$ cat src/ninjin_pkg.sv
`default_nettype none

package ninjin_pkg;

  // ==============================
  // host request direction
  // ==============================
  localparam logic DDR_READ  = 1'b0;
  localparam logic DDR_WRITE = 1'b1;

  // ==============================
  // axi response codes
  // ==============================
  // bit 1 set means the slave flagged an error
  localparam logic [1:0] RESP_OKAY   = 2'b00;
  localparam logic [1:0] RESP_SLVERR = 2'b10;
  localparam logic [1:0] RESP_DECERR = 2'b11;

  // bit positions in the err word
  localparam int ERR_ANY   = 0;
  localparam int ERR_RRESP = 1;
  localparam int ERR_WRESP = 2;

  // bits needed to hold value, e.g. 255 -> 8
  function automatic int clogb2(input int value);
    int v;
    int n;
    v = value;
    n = 0;
    while (v > 0) begin
      n = n + 1;
      v = v >> 1;
    end
    return n;
  endfunction

endpackage

`default_nettype wire
$ cat src/ninjin_status.sv
`timescale 1ns/100ps
`default_nettype none

module ninjin_status (
  input  logic       clk,
  input  logic       xrst,
  input  logic       rd_start,
  input  logic       wr_start,
  input  logic       rd_end,
  input  logic       wr_end,
  input  logic       rd_err_beat,
  input  logic       wr_err_resp,
  output logic [2:0] err,
  output logic       busy_read,
  output logic       busy_write,
  output logic       done_read,
  output logic       done_write
);

  import ninjin_pkg::*;

  // busy drops in the same cycle the done pulse appears
  always_ff @(posedge clk) begin
    if (!xrst) begin
      busy_read  <= 1'b0;
      busy_write <= 1'b0;
      done_read  <= 1'b0;
      done_write <= 1'b0;
    end else begin
      done_read  <= rd_end;
      done_write <= wr_end;
      if (rd_start) begin
        busy_read <= 1'b1;
      end else if (rd_end) begin
        busy_read <= 1'b0;
      end
      if (wr_start) begin
        busy_write <= 1'b1;
      end else if (wr_end) begin
        busy_write <= 1'b0;
      end
    end
  end

  // sticky error flags, cleared by any new operation
  always_ff @(posedge clk) begin
    if (!xrst) begin
      err <= '0;
    end else if (rd_start || wr_start) begin
      err <= '0;
    end else begin
      if (rd_err_beat) begin
        err[ERR_RRESP] <= 1'b1;
        err[ERR_ANY]   <= 1'b1;
      end
      if (wr_err_resp) begin
        err[ERR_WRESP] <= 1'b1;
        err[ERR_ANY]   <= 1'b1;
      end
    end
  end

endmodule

`default_nettype wire

$ cat config.mk
export PLATFORM = sky130hd
export DESIGN_NAME = ninjin_status
export DESIGN_NICKNAME = d
export VERILOG_FILES = /design/src/ninjin_pkg.sv /design/src/ninjin_status.sv
export SDC_FILE = /design/constraint.sdc
export NUM_CORES = 1
export LEC_CHECK = 0
export BUFFER_PORTS_ARGS = -buffer_cell sky130_fd_sc_hd__buf_2
export CORE_AREA = 2 2 39 41
export CTS_CLUSTER_SIZE = 30
export DETAILED_ROUTE_END_ITERATION = 7
export DIE_AREA = 0 0 41 43
export GPL_ROUTABILITY_DRIVEN = 0
export SKIP_CTS_REPAIR_TIMING = 1
export SYNTH_ARGS = -nofsm -noshare
export SYNTH_HDL_FRONTEND = slang
export SYNTH_SLANG_ARGS = --single-unit
$ cat constraint.sdc
create_clock -name clk -period 0.94 [get_ports clk]
set_input_delay 0.141 -clock clk [delete_from_list [all_inputs] [get_ports clk]]
set_output_delay 0.141 -clock clk [all_outputs]
set_load 0.005 [all_outputs]
# == Word-level counts from Yosys, hierarchy flattened ==
# Cells that the tools add are included.
# word_totals
regBits,7
input_bits,8
out_inout_bits,7
word_cells,19
# op_classes
mux,6
bitwise_logic,1
n_reduce_logical,5
# ops
operator,n
2-to-1 mux 1 bit,6
nonzero test 2 bit,3
OR reduction 2 bit,1
logical OR 1 bit,1
NOT 1 bit,1

# == Longest topological paths before layout ==
# depth
depth_word,2
ltp_mapped,2
mapped_depth_nobuf,2

# == Least setup slack after synthesis ==
# Ideal clock, no wire load.
# synth_timing
path_kind,reg-to-reg
from,register err[0] (netlist name)
to,register err[0]
setup_ps,122
arrival_ps,600
t_required_ps,818
slack_ps,218
stages_incl_launch_ff,2
path_buffers,0
period_less_slack_ps,722
path_cell_list,dfxtp_1 -> o31a_2
# synth_rtl
item,line_no,text
end signal: assignment,ninjin_status.sv:48,err <= '0;
end signal: assignment,ninjin_status.sv:50,err <= '0;
end signal: indexed assignment,ninjin_status.sv:53,err[ERR_RRESP] <= 1'b1;
end: declaration,ninjin_status.sv:13,"output logic [2:0] err,"

# == Final worst setup path ==
# layout_timing
from,register busy_write
to,output port busy_write
# layout_rtl
item,line_no,text
start: declaration,ninjin_status.sv:15,"output logic busy_write,"
start signal: assignment,ninjin_status.sv:26,busy_write <= 1'b0;
start signal: assignment,ninjin_status.sv:38,busy_write <= 1'b1;
start signal: assignment,ninjin_status.sv:40,busy_write <= 1'b0;
# No word-level cell between the ends.

==> impl_results.md <==
* Minimum clock period at 0.827 ns
* Number of synthesis warnings at 0
* WP data required at 0.80 ns
* CORE AREA at 0.00138 mm²
* Grt met3 use at 9.42%
* Tot GR Track Use at 6.75%
* I/O pins at 15
* Leakage power at 0.164 nW
* Met1 Usage GRT at 7.47%
* Final Instance Area at 343 µm²
* Critical path launch point type: flip-flop
* Filler cell count at 155
* Area grow syn2layout at 51.4%
* H-tree depth at 1
* Die X at 41 µm
* Clock share of power at 42.2%
* Clk slew on worst S/H paths at 0.05 ns
* Layout net count at 44
* Slew Viols, Final at 0
* DRT iter0 DRCs at 1
* Seq cells post-synth at 7
* Mapped Cells at 17
* Crit path kind: reg -> out
* Final Cycle Share at 88.0%
* Synth Net Count at 25
* Combinational Power Share at 9.0%
* Total CTS buffers at 3
* Status: complete, no violations
* Non-Filler Instances at 51
* CTS tree: yes
* Part of the Yosys area used for sequential elements at 61.9%
* Routed vias/inst at 3.76
* Main area contributors after synthesis: dfxtp_1 62%, o21a_1 13%, nor3b_4 8.3%
* Max clock buf depth at 2
* P_int at 0.508 mW
* Worst path slowest cell: dfxtp_1
* Final worst slack at 0.113 ns
* Port Buffers at 14
* Final WL at 486 µm
* Slew margin rel. at 87.8%
* Worst-skew pair later-pin latency at 0.25 ns
* Power per cell area at 1890 mW/mm²
* Largest net degree at the start of global routing at 6
* Final Util at 24.8%
* Initial antenna violation count at 0
* Crit-path cells: buf_2
* Min Hold Slack at 0.102 ns
* Vias at 192
* Place WS at 0.219 ns
* Setup_tns at 0 ns
* Max Freq at 1210 MHz
* Placed Instance Area at 317 µm²
* Final setup viols at 0
* Final Power at 0.649 mW
* P_sw at 0.141 mW
* Largest delay share family, worst path: flip-flops
* Final Skew at 0 ns
* First-pass GRT wire length at 634 µm
* Most area-hungry cell type in the Yosys netlist: dfxtp_1
* Routed WL per cell at 9.53 µm
* Max VDD drop at 0.896 mV
* Total of max-cap violations at 0
* Vias in the first global route at 156
* Row count at 14
* Cells after DPL at 47
* Endpoint class of the critical path: output pin
* Die ar. at 0.00176 mm²
* Met2 Usage GRT at 6.25%
* Post-synthesis instance area at 226 µm²
* Clk sinks at 7
* Grt total ovfl at 0
* Critical Path Fanout Max at 2
* Syn Area/Cell at 13.3 µm²
* Flop pwr share at 48.8%
* Worst hold path class: in -> reg
* Worst EP arrival at 0.69 ns
* DRC viols at 0
* Drt pass-1 iters at 2
* Root buffer cell: clkbuf_4
* Post-synth top area share at 61.9%
* RSZ-0062 raised after global routing: no
* Worst stage delay on the critical path at 0.32 ns
* Post-route ant nets at 0
* Switching share of power at 21.7%
* Most crowded layer after global routing: met3
* Ant. Diodes at 0
* Initial Utilization at 16.4%
* Actual slew at the worst max-slew pin at 0.183 ns
* Layout cell share with drive strength beyond 1 at 60.0%
* Post-synth cell types at 6
* Chip height at 43 µm
* Hold Vio Cnt, Final at 0
* Critical path buffer and inverter count at 1
power by group through the flow:
stage          Sequential, mW  Clock, mW  Combinational [mW]
2_1_floorplan           0.325          0              0.0189
3_3_place_gp            0.323          0              0.0582
3_5_place_dp            0.322          0              0.0600
4_1_cts                 0.316      0.287              0.0600
5_1_grt                 0.317      0.323              0.0639
6_report                0.316      0.274              0.0584
metal layers:
| layer | vias up | share of wire, % |
|---|---|---|
| met5 | - | 0 |
| met4 | 0 | 0 |
| met3 | 0 | 22 |
| met2 | 18 | 32 |
| met1 | 81 | 47 |
| li1 | 93 | - |
path summary, 6_finish.rpt:
| check | cells after the start | startpoint | slack [ns] | endpoint |
|---|---|---|---|---|
| worst max-delay path | 1 | busy_write$_SDFFE_PN0P_ | 0.11 | busy_write |
| worst min register to register | 1 | err[1]$_SDFFE_PP0P_ | 0.46 | err[1]$_SDFFE_PP0P_ |
| worst min-delay path | 2 | wr_err_resp | 0.10 | err[2]$_SDFFE_PP0P_ |
| worst max register to register | 1 | err[0]$_SDFFE_PP0P_ | 0.22 | err[0]$_SDFFE_PP0P_ |
registers in the layout, summed over array words and instances, names as in the netlist:
name	flops
done_write	1
busy_read	1
busy_write	1
err	3
done_read	1
cells in the final DEF, fill, tap and decap left out, drive strengths merged:
master / instances
buf: 14
o21a: 4
dfxtp: 7
nor2b: 2
and2: 2
nor3b: 1
clkbuf: 4
o31a: 1
synth_stat cells, drive strengths merged:
| library cell | n |
|---|---|
| and2 | 2 |
| o21a | 4 |
| dfxtp | 7 |
| o31a | 1 |
| nor2b | 2 |
| nor3b | 1 |
kinds of logic after synthesis:
kind of cell | Yosys count | share of synthesized area [%]
flops | 7 | 61.9
simple gates | 5 | 20.4
compound gates | 5 | 17.7
final cells by class:
type	instances	area, µm²	area share (%)
Clock buffer	4	26.3	7.66
Tap cell	16	20.0	5.84
Sequential cell	7	140	40.9
Multi-Input combinational cell	10	86.3	25.2
Timing Repair Buffer	14	70.1	20.4
Power figures use the tool's default switching activity.
