**src/ninjin_pkg.sv**
```systemverilog
`default_nettype none

package ninjin_pkg;

  // ==============================
  // host request direction
  // ==============================
  localparam logic DDR_READ  = 1'b0;
  localparam logic DDR_WRITE = 1'b1;

  // ==============================
  // axi response codes
  // ==============================
  // bit 1 set means the slave flagged an error
  localparam logic [1:0] RESP_OKAY   = 2'b00;
  localparam logic [1:0] RESP_SLVERR = 2'b10;
  localparam logic [1:0] RESP_DECERR = 2'b11;

  // bit positions in the err word
  localparam int ERR_ANY   = 0;
  localparam int ERR_RRESP = 1;
  localparam int ERR_WRESP = 2;

  // bits needed to hold value, e.g. 255 -> 8
  function automatic int clogb2(input int value);
    int v;
    int n;
    v = value;
    n = 0;
    while (v > 0) begin
      n = n + 1;
      v = v >> 1;
    end
    return n;
  endfunction

endpackage

`default_nettype wire
```
**src/ninjin_axi_read.sv**
```systemverilog
`timescale 1ns/100ps
`default_nettype none

module ninjin_axi_read #(
  parameter int DATA_WIDTH     = 32,
  parameter int ADDR_WIDTH     = 32,
  parameter int MEM_ADDR_WIDTH = 10,
  parameter int IDX_WIDTH      = 8
) (
  input  logic                      clk,
  input  logic                      xrst,
  input  logic                      rd_start,
  input  logic [MEM_ADDR_WIDTH-1:0] rd_base,
  input  logic [MEM_ADDR_WIDTH-1:0] rd_len,
  output logic [ADDR_WIDTH-1:0]     araddr,
  output logic [7:0]                arlen,
  output logic                      arvalid,
  input  logic                      arready,
  input  logic [DATA_WIDTH-1:0]     rdata,
  input  logic [1:0]                rresp,
  input  logic                      rlast,
  input  logic                      rvalid,
  output logic                      rready,
  output logic                      ram_we,
  output logic [MEM_ADDR_WIDTH-1:0] ram_waddr,
  output logic [DATA_WIDTH-1:0]     ram_wdata,
  output logic                      rd_end,
  output logic                      rd_err_beat
);

  import ninjin_pkg::*;

  localparam int BYTE_SHIFT = clogb2(DATA_WIDTH / 8 - 1);

  logic                      ar_hs;
  logic                      r_hs;
  logic [MEM_ADDR_WIDTH-1:0] len_m1;
  logic [IDX_WIDTH-1:0]      beat_idx;

  assign ar_hs = arvalid && arready;
  assign r_hs  = rvalid && rready;

  // ==============================
  // read address
  // ==============================
  assign len_m1 = rd_len - 1'b1;
  assign araddr = ADDR_WIDTH'(rd_base) << BYTE_SHIFT;
  assign arlen  = len_m1[7:0];

  always_ff @(posedge clk) begin
    if (!xrst) begin
      arvalid <= 1'b0;
      rready  <= 1'b0;
    end else begin
      if (rd_start) begin
        arvalid <= 1'b1;
      end else if (ar_hs) begin
        arvalid <= 1'b0;
      end
      // never back-pressure R inside the burst
      if (ar_hs) begin
        rready <= 1'b1;
      end else if (r_hs && rlast) begin
        rready <= 1'b0;
      end
    end
  end

  // ==============================
  // read data into image ram
  // ==============================
  assign rd_end      = r_hs && rlast;
  assign rd_err_beat = r_hs && rresp[1];

  always_ff @(posedge clk) begin
    if (!xrst) begin
      beat_idx <= '0;
      ram_we   <= 1'b0;
    end else begin
      ram_we <= r_hs;
      if (rd_start) begin
        beat_idx <= '0;
      end else if (r_hs) begin
        beat_idx <= beat_idx + 1'b1;
      end
    end
  end

  // beat i lands at rd_base + i one cycle later
  always_ff @(posedge clk) begin
    ram_waddr <= rd_base + MEM_ADDR_WIDTH'(beat_idx);
    ram_wdata <= rdata;
  end

endmodule

`default_nettype wire

```
**config.mk**
```make
export PLATFORM = sky130hd
export DESIGN_NAME = ninjin_axi_read
export DESIGN_NICKNAME = d
export VERILOG_FILES = /design/src/ninjin_pkg.sv /design/src/ninjin_axi_read.sv
export SDC_FILE = /design/constraint.sdc
export NUM_CORES = 1
export LEC_CHECK = 0
export BUFFER_PORTS_ARGS = -buffer_cell sky130_fd_sc_hd__buf_2
export CAP_MARGIN = 20
export CORE_UTILIZATION = 36
export DETAILED_ROUTE_END_ITERATION = 10
export HOLD_SLACK_MARGIN = 0.08
export PLACE_DENSITY = 0.75
export SLEW_MARGIN = 15
export SYNTH_ARGS = -nofsm -noshare
export SYNTH_HDL_FRONTEND = slang
export SYNTH_SLANG_ARGS = --single-unit
```
**constraint.sdc**
```tcl
create_clock -name clk -period 2.1 [get_ports clk]
set_clock_uncertainty 0.1 [all_clocks]
set_input_delay 0.63 -clock clk [delete_from_list [all_inputs] [get_ports clk]]
set_output_delay 0.63 -clock clk [all_outputs]
set_load 0.005 [all_outputs]
```
* After elaboration in Yosys (flattened, before gate mapping)
Cells that the tools add are included.
Storage, ports and cells: register bits after elaboration 53, input port bits 60, output and inout bits 87, word-level logic and storage cells 21
Operators by class: add/subtract/negate cells 3, mux-type cells 4, bitwise gates (word level) 1, reductions and logical operators 7
Operators by type and width (count):
- adder 10 x 8 -> 10 bit | 1
- adder 8 x 1 -> 8 bit, second input constant | 1
- subtractor 8 x 1 -> 8 bit, second input constant | 1
- logical AND 1 bit | 4
- 2-to-1 mux 1 bit | 4
- nonzero test 2 bit | 2
- OR reduction 2 bit | 1
- inverter 1 bit | 1

* Logic depth before layout (Yosys ltp)
word-level depth 4, depth in mapped cells 6, depth with buffers taken out 6

* Worst setup path before layout
OpenSTA, ideal clock, no wires.
path kind input to output, start in rd_len[5], end out arlen[7], arrival time 1.497 ns, required time 1.370 ns, slack -0.127 ns, cell stages on the path 3, buffers on the path 0, path through or4_4 nor4_4 xor2_1
Between the ends: cells in the longest elaborated chain, start to end 1
RTL lines:
- start, declared | RTL line ninjin_axi_read.sv:14 | input logic [MEM_ADDR_WIDTH-1:0] rd_len,
- subtractor 8 x 1 -> 8 bit | RTL line ninjin_axi_read.sv:46 | assign len_m1 = rd_len - 1'b1;
- end, declared | RTL line ninjin_axi_read.sv:16 | output logic [7:0] arlen,
Every way passes these cells.

* Worst setup path after layout
Ends and elaborated chain as after synthesis.

==> impl_metrics.yaml <==
outcome:
  status: "finished, violations left"
  violations: "setup timing"
floorplanning:
  die_area_um2: 5950
  core-area_um2: 5270
  start_util_pct: 38.6
  die_y_um: 77.1
  rows: 26
  dieWidth_um: 77.1
  pin_count: 147
clock_tree:
  cts_hold_buf: 0
  cts_tree: "done"
  path_clk_slew_ns: 0.10
  clock-sinks: 53
  clockBufferDepth: 2
  root_buffer: "clkbuf_8"
  cts_max_level: 2
  cts_made_buffers: 5
  insertion_delay_ns: 0.30
logic_synthesis:
  yosys_register_bits: 53
  synth_cells: 190
  ys_async_sr_fraction_pct: 0
  synth_cell_types: 33
  synth_edf_count: 0
  yosys_warnings: 0
  synth_area_per_cell_um2: 10.7
  synth_ff_type: "dfxtp_1"
  syn_area_um2: 2030
  yosysSeqAreaShare_pct: 52.2
route:
  drc: 0
  ant_nets: 0
  drtPass1Iterations: 4
  via_per_inst: 4.36
  wl_per_cell_um: 10.4
  vias: 1686
  drt_wl_total_mm: 4.02
  drtIter0Drc: 45
global_routing:
  grt_overflow: 0
  antenna_found_initial: 0
  grt_pass1_vias: 1508
  grt_start_max_net_pins: 19
  track_usage_pct: 13.3
  grt_first_pass_wirelength_mm: 6.29
timing:
  final_hold_viol_count: 0
  tns_ns: -0.756
  timing.final.ws_setup_ns: -0.361
  rsz0062_at_grt: "yes"
  setup_viol: 3
  finalCritPeriodShare_pct: 117
  clock.fmax_ghz: 0.406
  period_needed_ns: 2.46
  maxSlewViolCount: 0
power_and_ir_drop:
  vdd_drop_max_v: 0.000298
  power.leakage_uw: 0.00147
  finalPower_uw: 1880
  p_per_area_nw_per_um2: 659
setup_path:
  cpLargestDelayFamily: "simple AND/OR/NAND/NOR gates"
  cp_slowest_cell: "or4_4"
  cp_num_buf_inv: 2
  worst_setup_path_start_kind: "input port"
  crit_chain: "buf_6 -> or4_4 -> nor4_4 -> xor2_1 -> buf_2"
  required_ns: 1.37
  crit_arrival_ns: 1.73
  slowest_delay_ns: 0.55
  critPathMaxFanout: 2
  path_class: "in -> out"
  endpoint_kind: "output pin"
cells_and_area:
  nFillCells: 492
  nets: 387
  postLayoutCoreUtil_pct: 54.1
  drive_gt1_share_pct: 47.6
  multi_input_area_um2: 837
  num_antenna_cells: 0
  layout.cells.most_common: "buf_2"
  area_delta_synth_final_pct: 40.3
  final_cell_mix: "buf_2, dfxtp_1, conb_1"
  regArea_um2: 1060
placement:
  io_buffers: 121
  dpl_worst_slack_ns: -0.385
  gp_congestion: 0.728
  dp_hpwl_mm: 3.17
run:
  max-cap-violations: 0
hold_path:
  hold_class: "in -> reg"
[cells by family after synthesis]
kind of cell | synth area share [%]
multiplexers | 0.493
XOR/XNOR | 8.62
adder cells (fa/ha/maj) | 7.14
buffers and inverters | 13.5
other | 0.185
AO/OA/AOI/OAI | 5.91
flip-flops | 52.2
AND/OR/NAND/NOR | 11.9
[area by class of cell]
| type | instances | area share [%] |
|---|---|---|
| clock buffer | 5 | 2.41 |
| clock inverter | 3 | 0.922 |
| inverter | 7 | 1.01 |
| multi-input combinational | 117 | 29.4 |
| sequential | 53 | 37.2 |
| tap | 70 | 3.07 |
| timing repair buffer | 132 | 26.0 |
[path summary, 6_finish.rpt]
path                                 to                     start  cells after the start  slack (ns)
hold / removal    ram_wdata[30]$_DFF_P_                 rdata[30]                      1        0.32
setup / recovery               arlen[7]                 rd_len[5]                      5       -0.36
hold reg to reg       ram_we$_SDFF_PN0_       rready$_SDFFE_PN0P_                      1        0.44
setup reg to reg   ram_waddr[8]$_DFF_P_  beat_idx[0]$_SDFFE_PP0P_                      6        0.15
[where the power goes]
part	switching (uW)	total [uW]	internal [uW]
clock	337	580	243
combinational	105	237	132
sequential	11.1	1060	1050
total	453	1880	1430
[state kept, by name, summed over array words and instances (netlist names)]
signal and flops:
ram_waddr 10, ram_we 1, rready 1, arvalid 1, beat_idx 8, ram_wdata 32
[routing by layer]
| layer | global-route usage (%) | up-vias | part of all wire [%] |
|---|---|---|---|
| li1 | - | 829 | - |
| met3 | 3.93 | 5 | 11 |
| met4 | 5.66 | 0 | 1.3 |
| met1 | 12.8 | 750 | 36 |
| met2 | 25.8 | 102 | 52 |
| met5 | 0 | - | 0 |
[cell usage after synthesis, types with 2 or more instances]
cell | count | area [um^2]
nand4_1 | 4 | 25.0
a21oi_1 | 4 | 20.0
dfxtp_1 | 53 | 1060
nor2b_1 | 2 | 12.5
nand3_1 | 4 | 20.0
ha_1 | 10 | 125
and3_1 | 5 | 31.3
o211ai_1 | 3 | 22.5
nor3_1 | 2 | 10.0
inv_1 | 7 | 26.3
xor2_1 | 13 | 114
o21ai_0 | 4 | 20.0
nand2_1 | 7 | 26.3
nor2_1 | 15 | 56.3
xnor2_1 | 7 | 61.3
nand2b_1 | 2 | 12.5
buf_4 | 32 | 240
[per-stage QoR]
step / hold slack (ns) / instance area, um^2 / cells
finish: 0.322 / 2850 / 387
global route: 0.299 / 2850 / 387
CTS: 0.311 / 2790 / 386
detailed placement: 0.425 / 2620 / 376
global placement: 0.418 / 2620 / 376
floorplan: 0.383 / 2120 / 211
[timing repair]
| item | 4_1_cts | 5_1_grt |
|---|---|---|
| setup buffers | 2 | 2 |
| pin swaps | 4 | 7 |
| endpoints found under the setup margin | 4 | 6 |
| gates resized for setup | 14 | 12 |
Note: power is estimated with default switching activity, not from simulation.
