File: config.mk
export PLATFORM = sky130hd
export DESIGN_NAME = ninjin_axi_write
export DESIGN_NICKNAME = d
export VERILOG_FILES = /design/src/ninjin_pkg.sv /design/src/ninjin_axi_write.sv
export SDC_FILE = /design/constraint.sdc
export NUM_CORES = 1
export LEC_CHECK = 0
export BUFFER_PORTS_ARGS = -buffer_cell sky130_fd_sc_hd__buf_2
export CORE_ASPECT_RATIO = 1.2
export CORE_MARGIN = 8
export CORE_UTILIZATION = 41
export CTS_CLUSTER_DIAMETER = 60
export DETAILED_ROUTE_END_ITERATION = 8
export GPL_ROUTABILITY_DRIVEN = 0
export PLACE_DENSITY = 0.95
export SLEW_MARGIN = 20
export SYNTH_ARGS = -nofsm -noshare
export SYNTH_HDL_FRONTEND = slang
export SYNTH_SLANG_ARGS = --single-unit
File: constraint.sdc
create_clock -name clk -period 5.8 [get_ports clk]
set_clock_uncertainty 0.2 [all_clocks]
set_input_delay 1.16 -clock clk [delete_from_list [all_inputs] [get_ports clk]]
set_output_delay 1.16 -clock clk [all_outputs]
set_load 0.01 [all_outputs]
File: src/ninjin_pkg.sv
`default_nettype none

package ninjin_pkg;

  // ==============================
  // host request direction
  // ==============================
  localparam logic DDR_READ  = 1'b0;
  localparam logic DDR_WRITE = 1'b1;

  // ==============================
  // axi response codes
  // ==============================
  // bit 1 set means the slave flagged an error
  localparam logic [1:0] RESP_OKAY   = 2'b00;
  localparam logic [1:0] RESP_SLVERR = 2'b10;
  localparam logic [1:0] RESP_DECERR = 2'b11;

  // bit positions in the err word
  localparam int ERR_ANY   = 0;
  localparam int ERR_RRESP = 1;
  localparam int ERR_WRESP = 2;

  // bits needed to hold value, e.g. 255 -> 8
  function automatic int clogb2(input int value);
    int v;
    int n;
    v = value;
    n = 0;
    while (v > 0) begin
      n = n + 1;
      v = v >> 1;
    end
    return n;
  endfunction

endpackage

`default_nettype wire
File: src/ninjin_axi_write.sv
`timescale 1ns/100ps
`default_nettype none

module ninjin_axi_write #(
  parameter int DATA_WIDTH     = 32,
  parameter int ADDR_WIDTH     = 32,
  parameter int MEM_ADDR_WIDTH = 10,
  parameter int IDX_WIDTH      = 8
) (
  input  logic                      clk,
  input  logic                      xrst,
  input  logic                      wr_start,
  input  logic [MEM_ADDR_WIDTH-1:0] wr_base,
  input  logic [MEM_ADDR_WIDTH-1:0] wr_len,
  output logic [ADDR_WIDTH-1:0]     awaddr,
  output logic [7:0]                awlen,
  output logic                      awvalid,
  input  logic                      awready,
  output logic [DATA_WIDTH-1:0]     wdata,
  output logic                      wlast,
  output logic                      wvalid,
  input  logic                      wready,
  input  logic [1:0]                bresp,
  input  logic                      bvalid,
  output logic                      bready,
  output logic [MEM_ADDR_WIDTH-1:0] ram_raddr,
  input  logic [DATA_WIDTH-1:0]     ram_rdata,
  output logic                      wr_end,
  output logic                      wr_err_resp
);

  import ninjin_pkg::*;

  localparam int BYTE_SHIFT = clogb2(DATA_WIDTH / 8 - 1);

  logic                      aw_hs;
  logic                      w_hs;
  logic                      b_hs;
  logic                      prefetch;
  logic [MEM_ADDR_WIDTH-1:0] len_m1;
  logic [IDX_WIDTH-1:0]      beat_idx;
  logic [IDX_WIDTH-1:0]      last_idx;

  assign aw_hs = awvalid && awready;
  assign w_hs  = wvalid && wready;
  assign b_hs  = bvalid && bready;

  // ==============================
  // write address
  // ==============================
  assign len_m1 = wr_len - 1'b1;
  assign awaddr = ADDR_WIDTH'(wr_base) << BYTE_SHIFT;
  assign awlen  = len_m1[7:0];

  always_ff @(posedge clk) begin
    if (!xrst) begin
      awvalid <= 1'b0;
    end else if (wr_start) begin
      awvalid <= 1'b1;
    end else if (aw_hs) begin
      awvalid <= 1'b0;
    end
  end

  // ==============================
  // write data
  // ==============================
  // ram read port has one cycle latency, so the first word needs
  // one prefetch cycle before wvalid
  assign last_idx = len_m1[IDX_WIDTH-1:0];
  assign wdata    = ram_rdata;
  assign wlast    = wvalid && (beat_idx == last_idx);

  // next word only once the current beat is taken,
  // a stalled beat keeps rereading its own word
  assign ram_raddr = wr_base + MEM_ADDR_WIDTH'(beat_idx) + MEM_ADDR_WIDTH'(w_hs);

  always_ff @(posedge clk) begin
    if (!xrst) begin
      prefetch <= 1'b0;
      wvalid   <= 1'b0;
    end else begin
      prefetch <= aw_hs;
      if (prefetch) begin
        wvalid <= 1'b1;
      end else if (w_hs && wlast) begin
        wvalid <= 1'b0;
      end
    end
  end

  always_ff @(posedge clk) begin
    if (!xrst) begin
      beat_idx <= '0;
    end else if (wr_start) begin
      beat_idx <= '0;
    end else if (w_hs) begin
      beat_idx <= beat_idx + 1'b1;
    end
  end

  // ==============================
  // write response
  // ==============================
  assign wr_end      = b_hs;
  assign wr_err_resp = b_hs && bresp[1];

  always_ff @(posedge clk) begin
    if (!xrst) begin
      bready <= 1'b0;
    end else if (w_hs && wlast) begin
      bready <= 1'b1;
    end else if (b_hs) begin
      bready <= 1'b0;
    end
  end

endmodule

`default_nettype wire

# == Yosys cells after proc, flatten, opt, wreduce, memory -nomap -nowiden ==
# Index checks and enable logic that the tools add are counted.
# op_classes
add_sub_neg,4
n_eq_ne,1
muxes,6
n_bitwise,1
n_reduce_logical,10
# ops
cell,n
$add A10 B1 Y10,1
$add A10 B8 Y10,1
$add A8 B1 Y8 const B,1
$eq A8 B8 Y1,1
$sub A8 B1 Y8 const B,1
$logic_and A1 B1 Y1,6
$mux W1,6
$reduce_bool A2 Y1,3
$reduce_or A2 Y1,1
$not A1 Y1,1
# word_totals
reg_bits,12
in_bits,60
elab_cells,27

# == Logic depth before layout (Yosys ltp) ==
# depth
word_depth,6
ltp_mapped,9

# == Least setup slack after synthesis ==
# OpenSTA, ideal clock, no wires.
# synth_timing
kind,input to output
startpoint,input wready
endpoint,output ram_raddr[8]
arrival_time_ns,3.292
setup_slack_ns,1.148
path_stages,9
path_cell_list,and2_1 -> clkbuf_1 -> fa_1 -> fa_1 -> a21o_1 -> a21oi_1 -> o21ai_0 -> o41ai_1 -> xnor2_1
# synth_via
elab_chain_cells,2
# synth_rtl
element,line_no,rtl
"start, declared",ninjin_axi_write.sv:22,"input logic wready,"
$logic_and A1 B1 Y1,ninjin_axi_write.sv:45,assign w_hs = wvalid && wready;
$add A10 B1 Y10,ninjin_axi_write.sv:76,assign ram_raddr = wr_base + MEM_ADDR_WIDTH'(beat_idx) + MEM_ADDR_WIDTH'(w_hs);
"end, declared",ninjin_axi_write.sv:26,"output logic [MEM_ADDR_WIDTH-1:0] ram_raddr,"
# No other way between the ends.

# == Worst setup path after layout ==
# Same ends and word-level chain as after synthesis.

==> flow_metrics.py <==
metrics = {
    "global_routing": {
        "use_met2": 0.196,
        "busiest_layer": "met2",
        "grt_start_max_net_pins": 9,
        "gr-total-overflow": 0,
        "antenna_found_initial": 0,
        "grt_pass1_wl_mm": 5.40,
        "grt_pass1_vias": 1289,
        "grtUsageTotal": 0.104,
        "grtUsageMet3": 0.0338,
        "use_met1": 0.0985,
    },
    "sta": {
        "rsz0062_at_grt": "false",
        "fin_crit_sh": 0.858,
        "layout_min_cycle_time_ns": 4.98,
        "hold_viol": 0,
        "fin_setup_tns_ns": 0,
        "slew_violations": 0,
        "finalSetupViolations": 0,
        "fmax_ghz": 0.201,
        "slew_headroom": 0.663,
        "tightestPinTransition_ns": 0.501,
    },
    "setup_path": {
        "r2r-end": "wvalid",
        "worstPathMaxFanout": 8,
        "reg2reg_from": "beat_idx[5]",
        "crit_chain": "buf_2, and2_1, fa_1, fa_1, a21o_1, a21oi_1, o21ai_0, o41ai_1, xnor2_1, buf_2",
        "start_kind": "input port",
        "cp-end-kind": "output pin",
        "cp_slowest_cell": "fa_1",
        "critPathArrivalTime_ns": 3.62,
        "critical_path_class": "input port to output pin",
        "cp.required_ns": 4.44,
        "crit_path_max_incr_delay_ns": 0.45,
        "worstRegToRegCells": 5,
        "regToRegSetupSlack_ns": 3.97,
        "crit_family": "compound AO/OA/AOI/OAI gates",
        "cp_num_buf_inv": 2,
    },
    "hold_path": {
        "min_from": "prefetch",
        "min_delay_path_depth": 2,
        "hp-class": "flop to flop",
        "worst_hold_path.endpoint": "wvalid",
    },
    "final_layout": {
        "synthToLayoutAreaGrowth_pct": -0.682,
        "antennaDiodeCount": 0,
        "layoutNonFillerInstCount": 269,
        "drive_gt1_frac": 0.312,
        "nets": 287,
    },
    "floorplanning": {
        "num_rows": 25,
        "start_util": 0.423,
        "die_area_mm2": 0.00633,
        "io_pins": 148,
        "die_w_um": 74.0,
        "core_area_mm2": 0.00391,
        "fp.dieH_um": 85.6,
    },
    "clock_tree": {
        "cts.path.max_buffers": 2,
        "cts_tree": "yes",
        "holdBufCountCts": 0,
        "htreeDepth": 1,
        "cts.sinks": 12,
        "worstSkewPairLatency_ns": 0.24,
        "cts_resized": 0,
        "clk_pin_slew_ns": 0.05,
        "numCtsBuffers": 3,
        "post_cts_buffers": 0,
        "cts-root-buf": "clkbuf_8",
    },
    "power": {
        "peakVddDrop_mv": 0.110,
        "p_per_area_mw_per_mm2": 145,
        "p_leak_nw": 0.827,
    },
    "route": {
        "drc": 0,
        "wl_per_cell_um": 12.9,
        "vias": 1258,
        "drt_wl_total_mm": 3.47,
        "antenna_left": 0,
        "first_iter_violations": 15,
        "via_per_inst": 4.68,
        "first_pass_iters": 3,
    },
    "job": {
        "max_cap_violations": 0,
    },
    "status": {
        "outcome": "completed",
    },
    "synthesis": {
        "yosysTopAreaCellShare": 0.291,
        "synth_top_area_cell": "buf_4",
        "seq_area_frac_synth": 0.145,
        "syn_area_per_cell_um2": 8.22,
        "ys_ff_latch": 12,
        "ys_warn_count": 0,
        "synth_cell_type_count": 43,
        "synth_ff_type": "dfxtp_1",
        "synth_cells": 201,
        "synth_area_mm2": 0.00165,
        "ys_async_sr_fraction": 0,
        "synth_edf_count": 0,
        "synthTopCellsByArea": "buf_4, dfxtp_1, ha_1",
    },
    "placement": {
        "placedCellCount": 265,
        "portBuffers": 58,
        "dpl.hpwl_mm": 2.99,
    },
}
worst max-delay path by stage:
stage | start | endpoint | slack (ns) | cells past startpoint
4_1_cts | wready | ram_raddr[8] | 0.80 | 10
2_1_floorplan | wready | ram_raddr[8] | 1.15 | 9
3_5_place_dp | wready | ram_raddr[8] | 0.82 | 10
6_report | wready | ram_raddr[8] | 0.82 | 10
3_3_place_gp | wready | ram_raddr[8] | 0.86 | 10
5_1_grt | wready | ram_raddr[8] | 0.56 | 10
per-layer routing:
metal  vias to the layer above  wire [µm]
met4                         0         70
met3                        14        318
met5                         -          0
met2                        62       1760
met1                       565       1320
li1                        617          -
registers in the layout (all words and copies together), names as in the netlist:
register,count
beat_idx,8
awvalid,1
bready,1
prefetch,1
wvalid,1
kinds of logic (layout without fill, tap and decap cells):
group | count (synthesis) | after routing | share of synthesized area
buffers and inverters | 74 | 67 | 0.316
AND/OR/NAND/NOR | 54 | 54 | 0.180
XOR/XNOR | 25 | 25 | 0.149
AO/OA/AOI/OAI | 23 | 23 | 0.109
flip-flops | 12 | 12 | 0.145
adder cells (fa/ha/maj) | 11 | 11 | 0.0924
other | 1 | 22 | 0.00227
multiplexers | 1 | 1 | 0.00606
placed cells by master, fill, tap and decap left out, types with 2 or more instances in the layout:
master / count
nand4_1: 2
inv_1: 5
buf_2: 58
nor2_1: 15
nand3_1: 5
nor2b_1: 4
ha_1: 9
o21ai_0: 3
xor2_1: 11
xnor3_1: 2
fa_1: 2
xnor2_1: 12
conb_1: 22
a21o_1: 2
and4_1: 3
nand2_1: 9
and2_1: 3
clkbuf_8: 4
and3_1: 4
a21oi_1: 6
dfxtp_1: 12
nor3_1: 2
o21a_1: 2
cell usage after synthesis, types with 2 or more instances:
master	number
a21o_1	2
a21oi_1	6
and2_1	3
and3_1	4
and4_1	3
buf_2	3
buf_4	64
dfxtp_1	12
fa_1	2
ha_1	9
inv_1	5
nand2_1	9
nand3_1	5
nand4_1	2
nor2_1	15
nor2b_1	4
nor3_1	2
o21a_1	2
o21ai_0	3
xnor2_1	12
xnor3_1	2
xor2_1	11
worst reg2reg max path, cell delays in order, from the launching register on:
cell	delay (ns)
dfxtp_1	0.46
or2_2	0.17
a211oi_1	0.06
nand4bb_2	0.28
a2111oi_4	0.41
a31oi_1	0.13
metrics by stage:
stage / util / hold slack [ns] / setup WS [ns] / total power, mW / instance area [µm²]
global route: 0.420 / 0.277 / 0.561 / 0.252 / 1640
finish: 0.420 / 0.256 / 0.823 / 0.238 / 1640
detailed placement: 0.406 / 0.258 / 0.822 / 0.151 / 1590
CTS: 0.420 / 0.268 / 0.796 / 0.241 / 1640
floorplan: - / 0.229 / 1.15 / 0.163 / 1730
global placement: 0.406 / 0.235 / 0.858 / 0.150 / 1590
layout make-up:
| class | instances | area (µm²) |
|---|---|---|
| Clock buffer | 4 | 55.1 |
| Sequential cell | 12 | 240 |
| Timing Repair Buffer | 58 | 290 |
| Multi-Input combinational cell | 136 | 970 |
| Fill cell | 399 | 2270 |
| Tap cell | 54 | 67.6 |
| Inverter | 5 | 18.8 |
where the power goes:
group          internal (mW)  leakage (nW)  switching (mW)  total (mW)
combinational         0.0266         0.701          0.0378      0.0644
sequential            0.0836        0.0971        0.000727      0.0843
clock                 0.0599        0.0288          0.0298      0.0897
(Power assumes the default switching activity.)
