[src/ninjin_pkg.sv]
`default_nettype none

package ninjin_pkg;

  // ==============================
  // host request direction
  // ==============================
  localparam logic DDR_READ  = 1'b0;
  localparam logic DDR_WRITE = 1'b1;

  // ==============================
  // axi response codes
  // ==============================
  // bit 1 set means the slave flagged an error
  localparam logic [1:0] RESP_OKAY   = 2'b00;
  localparam logic [1:0] RESP_SLVERR = 2'b10;
  localparam logic [1:0] RESP_DECERR = 2'b11;

  // bit positions in the err word
  localparam int ERR_ANY   = 0;
  localparam int ERR_RRESP = 1;
  localparam int ERR_WRESP = 2;

  // bits needed to hold value, e.g. 255 -> 8
  function automatic int clogb2(input int value);
    int v;
    int n;
    v = value;
    n = 0;
    while (v > 0) begin
      n = n + 1;
      v = v >> 1;
    end
    return n;
  endfunction

endpackage

`default_nettype wire
[src/ninjin_req_decode.sv]
`timescale 1ns/100ps
`default_nettype none

module ninjin_req_decode #(
  parameter int MEM_ADDR_WIDTH = 10
) (
  input  logic                      clk,
  input  logic                      xrst,
  input  logic                      ddr_req,
  input  logic                      ddr_mode,
  input  logic [MEM_ADDR_WIDTH-1:0] ddr_base,
  input  logic [MEM_ADDR_WIDTH-1:0] ddr_len,
  input  logic                      busy_read,
  input  logic                      busy_write,
  output logic                      rd_start,
  output logic                      wr_start,
  output logic [MEM_ADDR_WIDTH-1:0] rd_base,
  output logic [MEM_ADDR_WIDTH-1:0] rd_len,
  output logic [MEM_ADDR_WIDTH-1:0] wr_base,
  output logic [MEM_ADDR_WIDTH-1:0] wr_len
);

  import ninjin_pkg::*;

  logic req_d;
  logic req_edge;
  logic rd_accept;
  logic wr_accept;

  assign req_edge  = ddr_req && !req_d;
  // an edge into a busy direction is dropped
  assign rd_accept = req_edge && (ddr_mode == DDR_READ) && !busy_read;
  assign wr_accept = req_edge && (ddr_mode == DDR_WRITE) && !busy_write;

  always_ff @(posedge clk) begin
    if (!xrst) begin
      req_d    <= 1'b0;
      rd_start <= 1'b0;
      wr_start <= 1'b0;
    end else begin
      req_d    <= ddr_req;
      rd_start <= rd_accept;
      wr_start <= wr_accept;
    end
  end

  // per-direction request, held until the next accepted edge
  always_ff @(posedge clk) begin
    if (rd_accept) begin
      rd_base <= ddr_base;
      rd_len  <= ddr_len;
    end
    if (wr_accept) begin
      wr_base <= ddr_base;
      wr_len  <= ddr_len;
    end
  end

endmodule

`default_nettype wire

[config.mk]
export PLATFORM = sky130hd
export DESIGN_NAME = ninjin_req_decode
export DESIGN_NICKNAME = d
export VERILOG_FILES = /design/src/ninjin_pkg.sv /design/src/ninjin_req_decode.sv
export SDC_FILE = /design/constraint.sdc
export NUM_CORES = 1
export LEC_CHECK = 0
export BUFFER_PORTS_ARGS = -buffer_cell sky130_fd_sc_hd__buf_2
export CORE_MARGIN = 4
export CORE_UTILIZATION = 30
export CTS_BUF_LIST = sky130_fd_sc_hd__clkbuf_2
export CTS_CLUSTER_SIZE = 8
export DETAILED_ROUTE_END_ITERATION = 16
export SETUP_SLACK_MARGIN = 0.15
export SLEW_MARGIN = 40
export SYNTH_ARGS = -nofsm -noshare
export SYNTH_HDL_FRONTEND = slang
export SYNTH_SLANG_ARGS = --single-unit
[constraint.sdc]
create_clock -name clk -period 3.7 [get_ports clk]
set_input_delay 0.555 -clock clk [delete_from_list [all_inputs] [get_ports clk]]
set_output_delay 0.555 -clock clk [all_outputs]
set_load 0.1 [all_outputs]
# Word level (Yosys, flattened, before mapping)
# Cells that the tools add are included.
# classes
bitwise	1
n_reduce_logical	8
# ops
operator	n
1-bit logical AND	5
1-bit logical NOT	3
1-bit inverter	1
# totals
regBits	43
output_inout_bits	42
elab_cells	16

# Logic depth before layout (Yosys ltp)
# Gate-level depths: netlist (run 1).
# logic_depth
depth_word	4
depth_mapped	2
mapped_depth_nobuf	2

# Worst setup path after synthesis (run 1)
# OpenSTA, ideal clock, no wires.
# synth_path
kind	input-to-reg
from	input ddr_mode
to	register rd_base[0], enable pin
setup_ns	0.412
t_arrival_ns	1.833
required_time_ns	3.288
path_slack_ns	1.455
stages	1
cell_sequence	nor4b_2
# synth_between
elab_chain_cells	3
# synth_lines
item	line	rtl
start: declaration	ninjin_req_decode.sv:10	input logic ddr_mode,
1-bit inverter	ninjin_req_decode.sv:32	assign rd_accept = req_edge && (ddr_mode == DDR_READ) && !busy_read;
1-bit logical AND (2 in series)	ninjin_req_decode.sv:32	
end signal: assignment	ninjin_req_decode.sv:50	rd_base <= ddr_base;
end: declaration	ninjin_req_decode.sv:17	output logic [MEM_ADDR_WIDTH-1:0] rd_base,
# No other way between the ends.
# A chain may end at the register's enable or synchronous reset.

# Final worst setup path (run 1)
# layout_path
from	register wr_base[7]
to	output wr_base[7]
# layout_lines
item	line	rtl
start: declaration	ninjin_req_decode.sv:19	output logic [MEM_ADDR_WIDTH-1:0] wr_base,
start signal: assignment	ninjin_req_decode.sv:54	wr_base <= ddr_base;
# No word-level cell between the ends.

==> results.sh, run 1 <==
export IMPL_crit_path_max_fanout=1
export IMPL_rsz0062_at_grt="no"
export IMPL_seq_area_frac_synth_pct=96.46
export IMPL_worst_hold_path_type="in2reg"
export IMPL_overflow=0
export IMPL_tightest_slew_ns=0.5584
export IMPL_gp_congestion=0.7356
export IMPL_r2r_start="req_d"
export IMPL_dp_cells=166
export IMPL_cts_hold_buf=0
export IMPL_fin_crit_sh_pct=46.85
export IMPL_numCtsBuffers=5
export IMPL_cts_resized=0
export IMPL_reg2reg_to="rd_len[1]"
export IMPL_cp_depth=1
export IMPL_cpMaxStageDelayCell="buf_2"
export IMPL_syn_inst=48
export IMPL_status="finished clean"
export IMPL_htreeDepth=2
export IMPL_die_w_um=74.02
export IMPL_crit_arrival_ns=1.18
export IMPL_firstDrtPassIters=3
export IMPL_grt_pass1_wl_um=3374
export IMPL_final_max_slew_viol_count=0
export IMPL_syn_area_mm2=0.001308
export IMPL_synth_seq_cells=43
export IMPL_cts_tree="yes"
export IMPL_setup_slack_ns=1.967
export IMPL_cts_buffer_depth=2
export IMPL_path_class="reg2out"
export IMPL_yosysTopAreaCellShare_pct=91.87
export IMPL_hold_viol_final=0
export IMPL_wl_per_cell_um=13.96
export IMPL_start_kind="register"
export IMPL_finalClockSkew_ns=0.01284
export IMPL_die_h_um=74.02
export IMPL_holdWs_ns=0.3554
export IMPL_synth_fp_nets=74
export IMPL_routed_wl_um=2429
export IMPL_cp_num_buf_inv=1
export IMPL_reg2regPathDepth=2
export IMPL_core_mm2=0.004115
export IMPL_rows=23
export IMPL_cp_top_family="buffers and inverters"
export IMPL_cap_violations=0
export IMPL_path_cells="buf_2"
export IMPL_ys_warn_count=0
export IMPL_io_buffer_count=67
export IMPL_final_cell_mix="buf_2 (67), edfxtp_1 (40), clkbuf_2 (6), and2_1 (3), dfxtp_1 (3)"
export IMPL_post_cts_buffers=0
export IMPL_register_area_mm2=0.001261
export IMPL_vdd_drop_max_uv=138.0
export IMPL_cts_sinks=43
export IMPL_synth_distinct_cells=5
export IMPL_n_antenna_cell=0
export IMPL_clk_pin_slew_worst_paths_ns=0.19
export IMPL_vias=717
export IMPL_place_ws_ns=1.823
export IMPL_placed_area_mm2=0.001722
export IMPL_grtUsageTotal_pct=8.770
export IMPL_via_per_inst=4.121
export IMPL_ios=68
export IMPL_insertion_delay_ns=0.37
export IMPL_die_area_mm2=0.005478
export IMPL_avgSynthCellArea_um2=27.24
export IMPL_grt_max_degree=22
export IMPL_crit_start="wr_base[7]"
export IMPL_r2r_slack_ns=2.25
export IMPL_first_iter_violations=35
export IMPL_setup_worst_path_end_class="output port"
export IMPL_syn2layout_area_growth_pct=34.93
export IMPL_fillers=395
export IMPL_finalSetupViolCount=0
export IMPL_timing_max_slew_rel_slack_pct=62.77
export IMPL_start_util_pct=31.77
export IMPL_cp_required_ns=3.14
export IMPL_cpPeakStageDelay_ns=0.43
export IMPL_final_common_cell="buf_2"
export IMPL_ant_nets=0
export IMPL_drc_errors=0
export IMPL_grt_antenna_before_repair=0
export IMPL_p_leak_nw=0.7106
export IMPL_drive_gt1_share_pct=62.90
export IMPL_yosys_top_cells_area="edfxtp_1 (92%), dfxtp_1 (4.6%), and2_1 (1.4%)"
export IMPL_fmax_mhz=576.9
export IMPL_multiInputGateArea_um2=55.05
export IMPL_stdcell_area_mm2=0.001764
export IMPL_nets=149
export IMPL_synth_top_cell_by_area="edfxtp_1"
export IMPL_instances_no_fill=174
export IMPL_cellPowerDensity_mw_per_mm2=478.9
export IMPL_fin_crit_ns=1.733
export IMPL_cts_root_buf="clkbuf_2"
export IMPL_finalSetupTns_ns=0
export IMPL_grt_pass1_vias=706
export IMPL_endpoint="wr_base[7]"
## cell type report
| type | count | area share, % |
|---|---|---|
| clock buffer | 6 | 1.702 |
| clock inverter | 2 | 0.7092 |
| multi-input combinational | 5 | 3.121 |
| sequential | 43 | 71.49 |
| timing repair buffer | 68 | 19.43 |
| tap | 50 | 3.546 |
## sequential cells by signal (all words and copies together) (netlist names)
register and cells:
rd_len 10, wr_base 10, wr_start 1, req_d 1, rd_base 10, rd_start 1, wr_len 10
## cell usage after synthesis
master and instances:
edfxtp_1 40, and2_1 3, dfxtp_1 3, and4bb_1 1, nor4b_2 1
## worst min path at each step
stage / from / to / slack (ns) / depth (start not counted)
global route: ddr_base[8] / wr_base[8] / 0.29 / 1
finish: ddr_base[1] / wr_base[1] / 0.36 / 1
floorplan: ddr_base[0] / rd_base[0] / 0.65 / 0
global placement: req_d / rd_len[2] / 0.61 / 1
CTS: ddr_base[1] / wr_base[1] / 0.32 / 1
detailed placement: req_d / rd_len[2] / 0.63 / 1
## cell families (layout without fill, tap and decap cells)
| logic type | after synthesis | after routing | share of synthesized area (%) |
|---|---|---|---|
| flip-flops | 43 | 43 | 96.46 |
| AND/OR/NAND/NOR | 5 | 5 | 3.540 |
| buffers and inverters | 0 | 76 | 0 |
## metal layers
layer / track usage [%] / share of wire [%] / up-vias
met5: 0 / 0 / -
met4: 3.622 / 1.2 / 0
met3: 5.541 / 18 / 3
met2: 13.39 / 43 / 53
met1: 9.840 / 38 / 321
li1: - / - / 340
## report_power, final
part	switching [W]	leakage, nW	internal, W
registers	0.00000305	0.390	0.000545
clock network	0.000134	0.0290	0.0000483
logic	0.0000954	0.292	0.0000187
## stage by stage
step | power [W] | util, %
final | 0.0008449 | 42.87
after global routing | 0.0008811 | 42.87
after CTS | 0.0008588 | 42.87
after detailed placement | 0.0006745 | 41.84
after global placement | 0.0006727 | 41.84
after floorplan | 0.0006441 | -
Power figures use the tool's default switching activity.
==> run 2, diff against run 1 <==
clock period = 1.7 ns   (was 3.7 ns; I/O delays follow)
==> run 2 against run 1 <==
Net effect:
- clock power rose by 110%
- flip-flop and latch count is the same
- power up 120%
- non-clock buffer count increased by 10
- worst setup slack got worse by 1.7 ns
- clock skew grew 0.0050 ns
- global-route usage fell by 0.077 points
- combinational power rose by 130%
- cell area is 5.4% higher
- sequential power increased by 120%
- final cell count increased by 5.7%
==> results.sh, run 2 (same netlist as run 1, synthesis figures left out) <==
export IMPL_status="finished clean"
export IMPL_core_mm2=0.004115
export IMPL_routed_wl_um=2500
export IMPL_path_class="reg2out"
export IMPL_cellPowerDensity_mw_per_mm2=994.2
export IMPL_htreeDepth=2
export IMPL_die_h_um=74.02
export IMPL_crit_path_max_fanout=1
export IMPL_n_antenna_cell=0
export IMPL_start_util_pct=31.77
export IMPL_die_w_um=74.02
export IMPL_numCtsBuffers=5
export IMPL_drive_gt1_share_pct=58.21
export IMPL_hold_viol_final=0
export IMPL_cp_num_buf_inv=1
export IMPL_finalClockSkew_ns=0.01789
export IMPL_cp_top_family="buffers and inverters"
export IMPL_vdd_drop_max_uv=261.8
export IMPL_die_area_mm2=0.005478
export IMPL_nets=159
export IMPL_fin_crit_ns=1.435
export IMPL_path_cells="buf_2"
export IMPL_fillers=369
export IMPL_cpPeakStageDelay_ns=0.43
export IMPL_cts_root_buf="clkbuf_2"
export IMPL_final_max_slew_viol_count=0
export IMPL_ant_nets=0
export IMPL_tightest_slew_ns=0.4990
export IMPL_multiInputGateArea_um2=55.05
export IMPL_grt_pass1_wl_um=3387
export IMPL_vias=763
export IMPL_post_cts_buffers=0
export IMPL_cpMaxStageDelayCell="buf_2"
export IMPL_grt_antenna_before_repair=0
export IMPL_firstDrtPassIters=3
export IMPL_setup_slack_ns=0.2648
export IMPL_cts_sinks=43
export IMPL_first_iter_violations=18
export IMPL_rsz0062_at_grt="no"
export IMPL_cts_buffer_depth=2
export IMPL_insertion_delay_ns=0.38
export IMPL_fin_crit_sh_pct=84.43
export IMPL_register_area_mm2=0.001261
export IMPL_io_buffer_count=67
export IMPL_worst_hold_path_type="in2reg"
export IMPL_grt_max_degree=22
export IMPL_drc_errors=0
export IMPL_cp_required_ns=1.44
export IMPL_timing_max_slew_rel_slack_pct=66.96
export IMPL_cts_tree="yes"
export IMPL_ios=68
export IMPL_final_common_cell="buf_2"
export IMPL_place_ws_ns=0.4086
export IMPL_overflow=0
export IMPL_grtUsageTotal_pct=8.693
export IMPL_cap_violations=0
export IMPL_via_per_inst=4.147
export IMPL_final_cell_mix="buf_2 (67), edfxtp_1 (40), dlygate4sd3_1 (9), clkbuf_2 (7)"
export IMPL_grt_pass1_vias=739
export IMPL_p_leak_nw=0.7602
export IMPL_crit_arrival_ns=1.18
export IMPL_fmax_mhz=696.8
export IMPL_setup_worst_path_end_class="output port"
export IMPL_start_kind="register"
export IMPL_finalSetupTns_ns=0
export IMPL_rows=23
export IMPL_clk_pin_slew_worst_paths_ns=0.19
export IMPL_finalSetupViolCount=0
export IMPL_gp_congestion=0.7240
export IMPL_wl_per_cell_um=13.59
export IMPL_syn2layout_area_growth_pct=42.20
## run 2: changes by cell type in the layout (fill, tap and decap cells not counted)
| cell | delta |
|---|---|
| dlygate4sd3_1 | +9 |
| buf_4 | +1 |
| and4bb_1 | +1 |
| clkinvlp_4 | -1 |
| and4bb_2 | -1 |
| clkbuf_2 | +1 |
## run 2: path summary, 6_finish.rpt
path / slack (ns) / start / end / cells past startpoint
min: 0.05 / ddr_base[8] / rd_base[8] / 1
max reg2reg: 0.47 / req_d / wr_base[4] / 2
min reg2reg: 0.87 / req_d / rd_base[8] / 2
max: 0.26 / rd_len[3] / rd_len[3] / 1
## run 2: report_power, final
group          total (W)  internal [W]  switching (W)
clock           0.000390      0.000112       0.000278
combinational   0.000265     0.0000550       0.000210
sequential       0.00119       0.00119     0.00000678
total            0.00185       0.00135       0.000495
## run 2: stage by stage
step | cell area (um^2) | std cells | total power [W] | util (%) | hold WS (ns)
detailed placement | 1729 | 167 | 0.001469 | 42.02 | 0.4467
global route | 1859 | 184 | 0.001932 | 45.18 | 0.001021
global placement | 1729 | 167 | 0.001464 | 42.02 | 0.4448
CTS | 1769 | 175 | 0.001865 | 42.99 | 0.005736
floorplan | 1316 | 48 | 0.001403 | - | 0.3539
finish | 1859 | 184 | 0.001849 | 45.18 | 0.05307
## run 2: area by class of cell
type                            instances  area share (%)
Clock inverter                          1          0.2692
Tap cell                               50           3.365
Multi-Input combinational cell          5           2.961
Timing Repair Buffer                   78           23.69
Clock buffer                            7           1.884
Sequential cell                        43           67.83
## run 2: per-layer routing
| metal | global-route usage, % | wire length (um) | vias up |
|---|---|---|---|
| li1 | - | - | 358 |
| met1 | 8.715 | 927 | 354 |
| met2 | 14.47 | 1175 | 48 |
| met3 | 5.000 | 364 | 3 |
| met4 | 4.225 | 34 | 0 |
| met5 | 0 | 0 | - |
## run 2: repair_timing
| item | 4_1_cts | 5_1_grt |
|---|---|---|
| hold buffers | 0 | 9 |
| gates resized for setup | 0 | 0 |
| endpoints found under the hold margin | 0 | 18 |
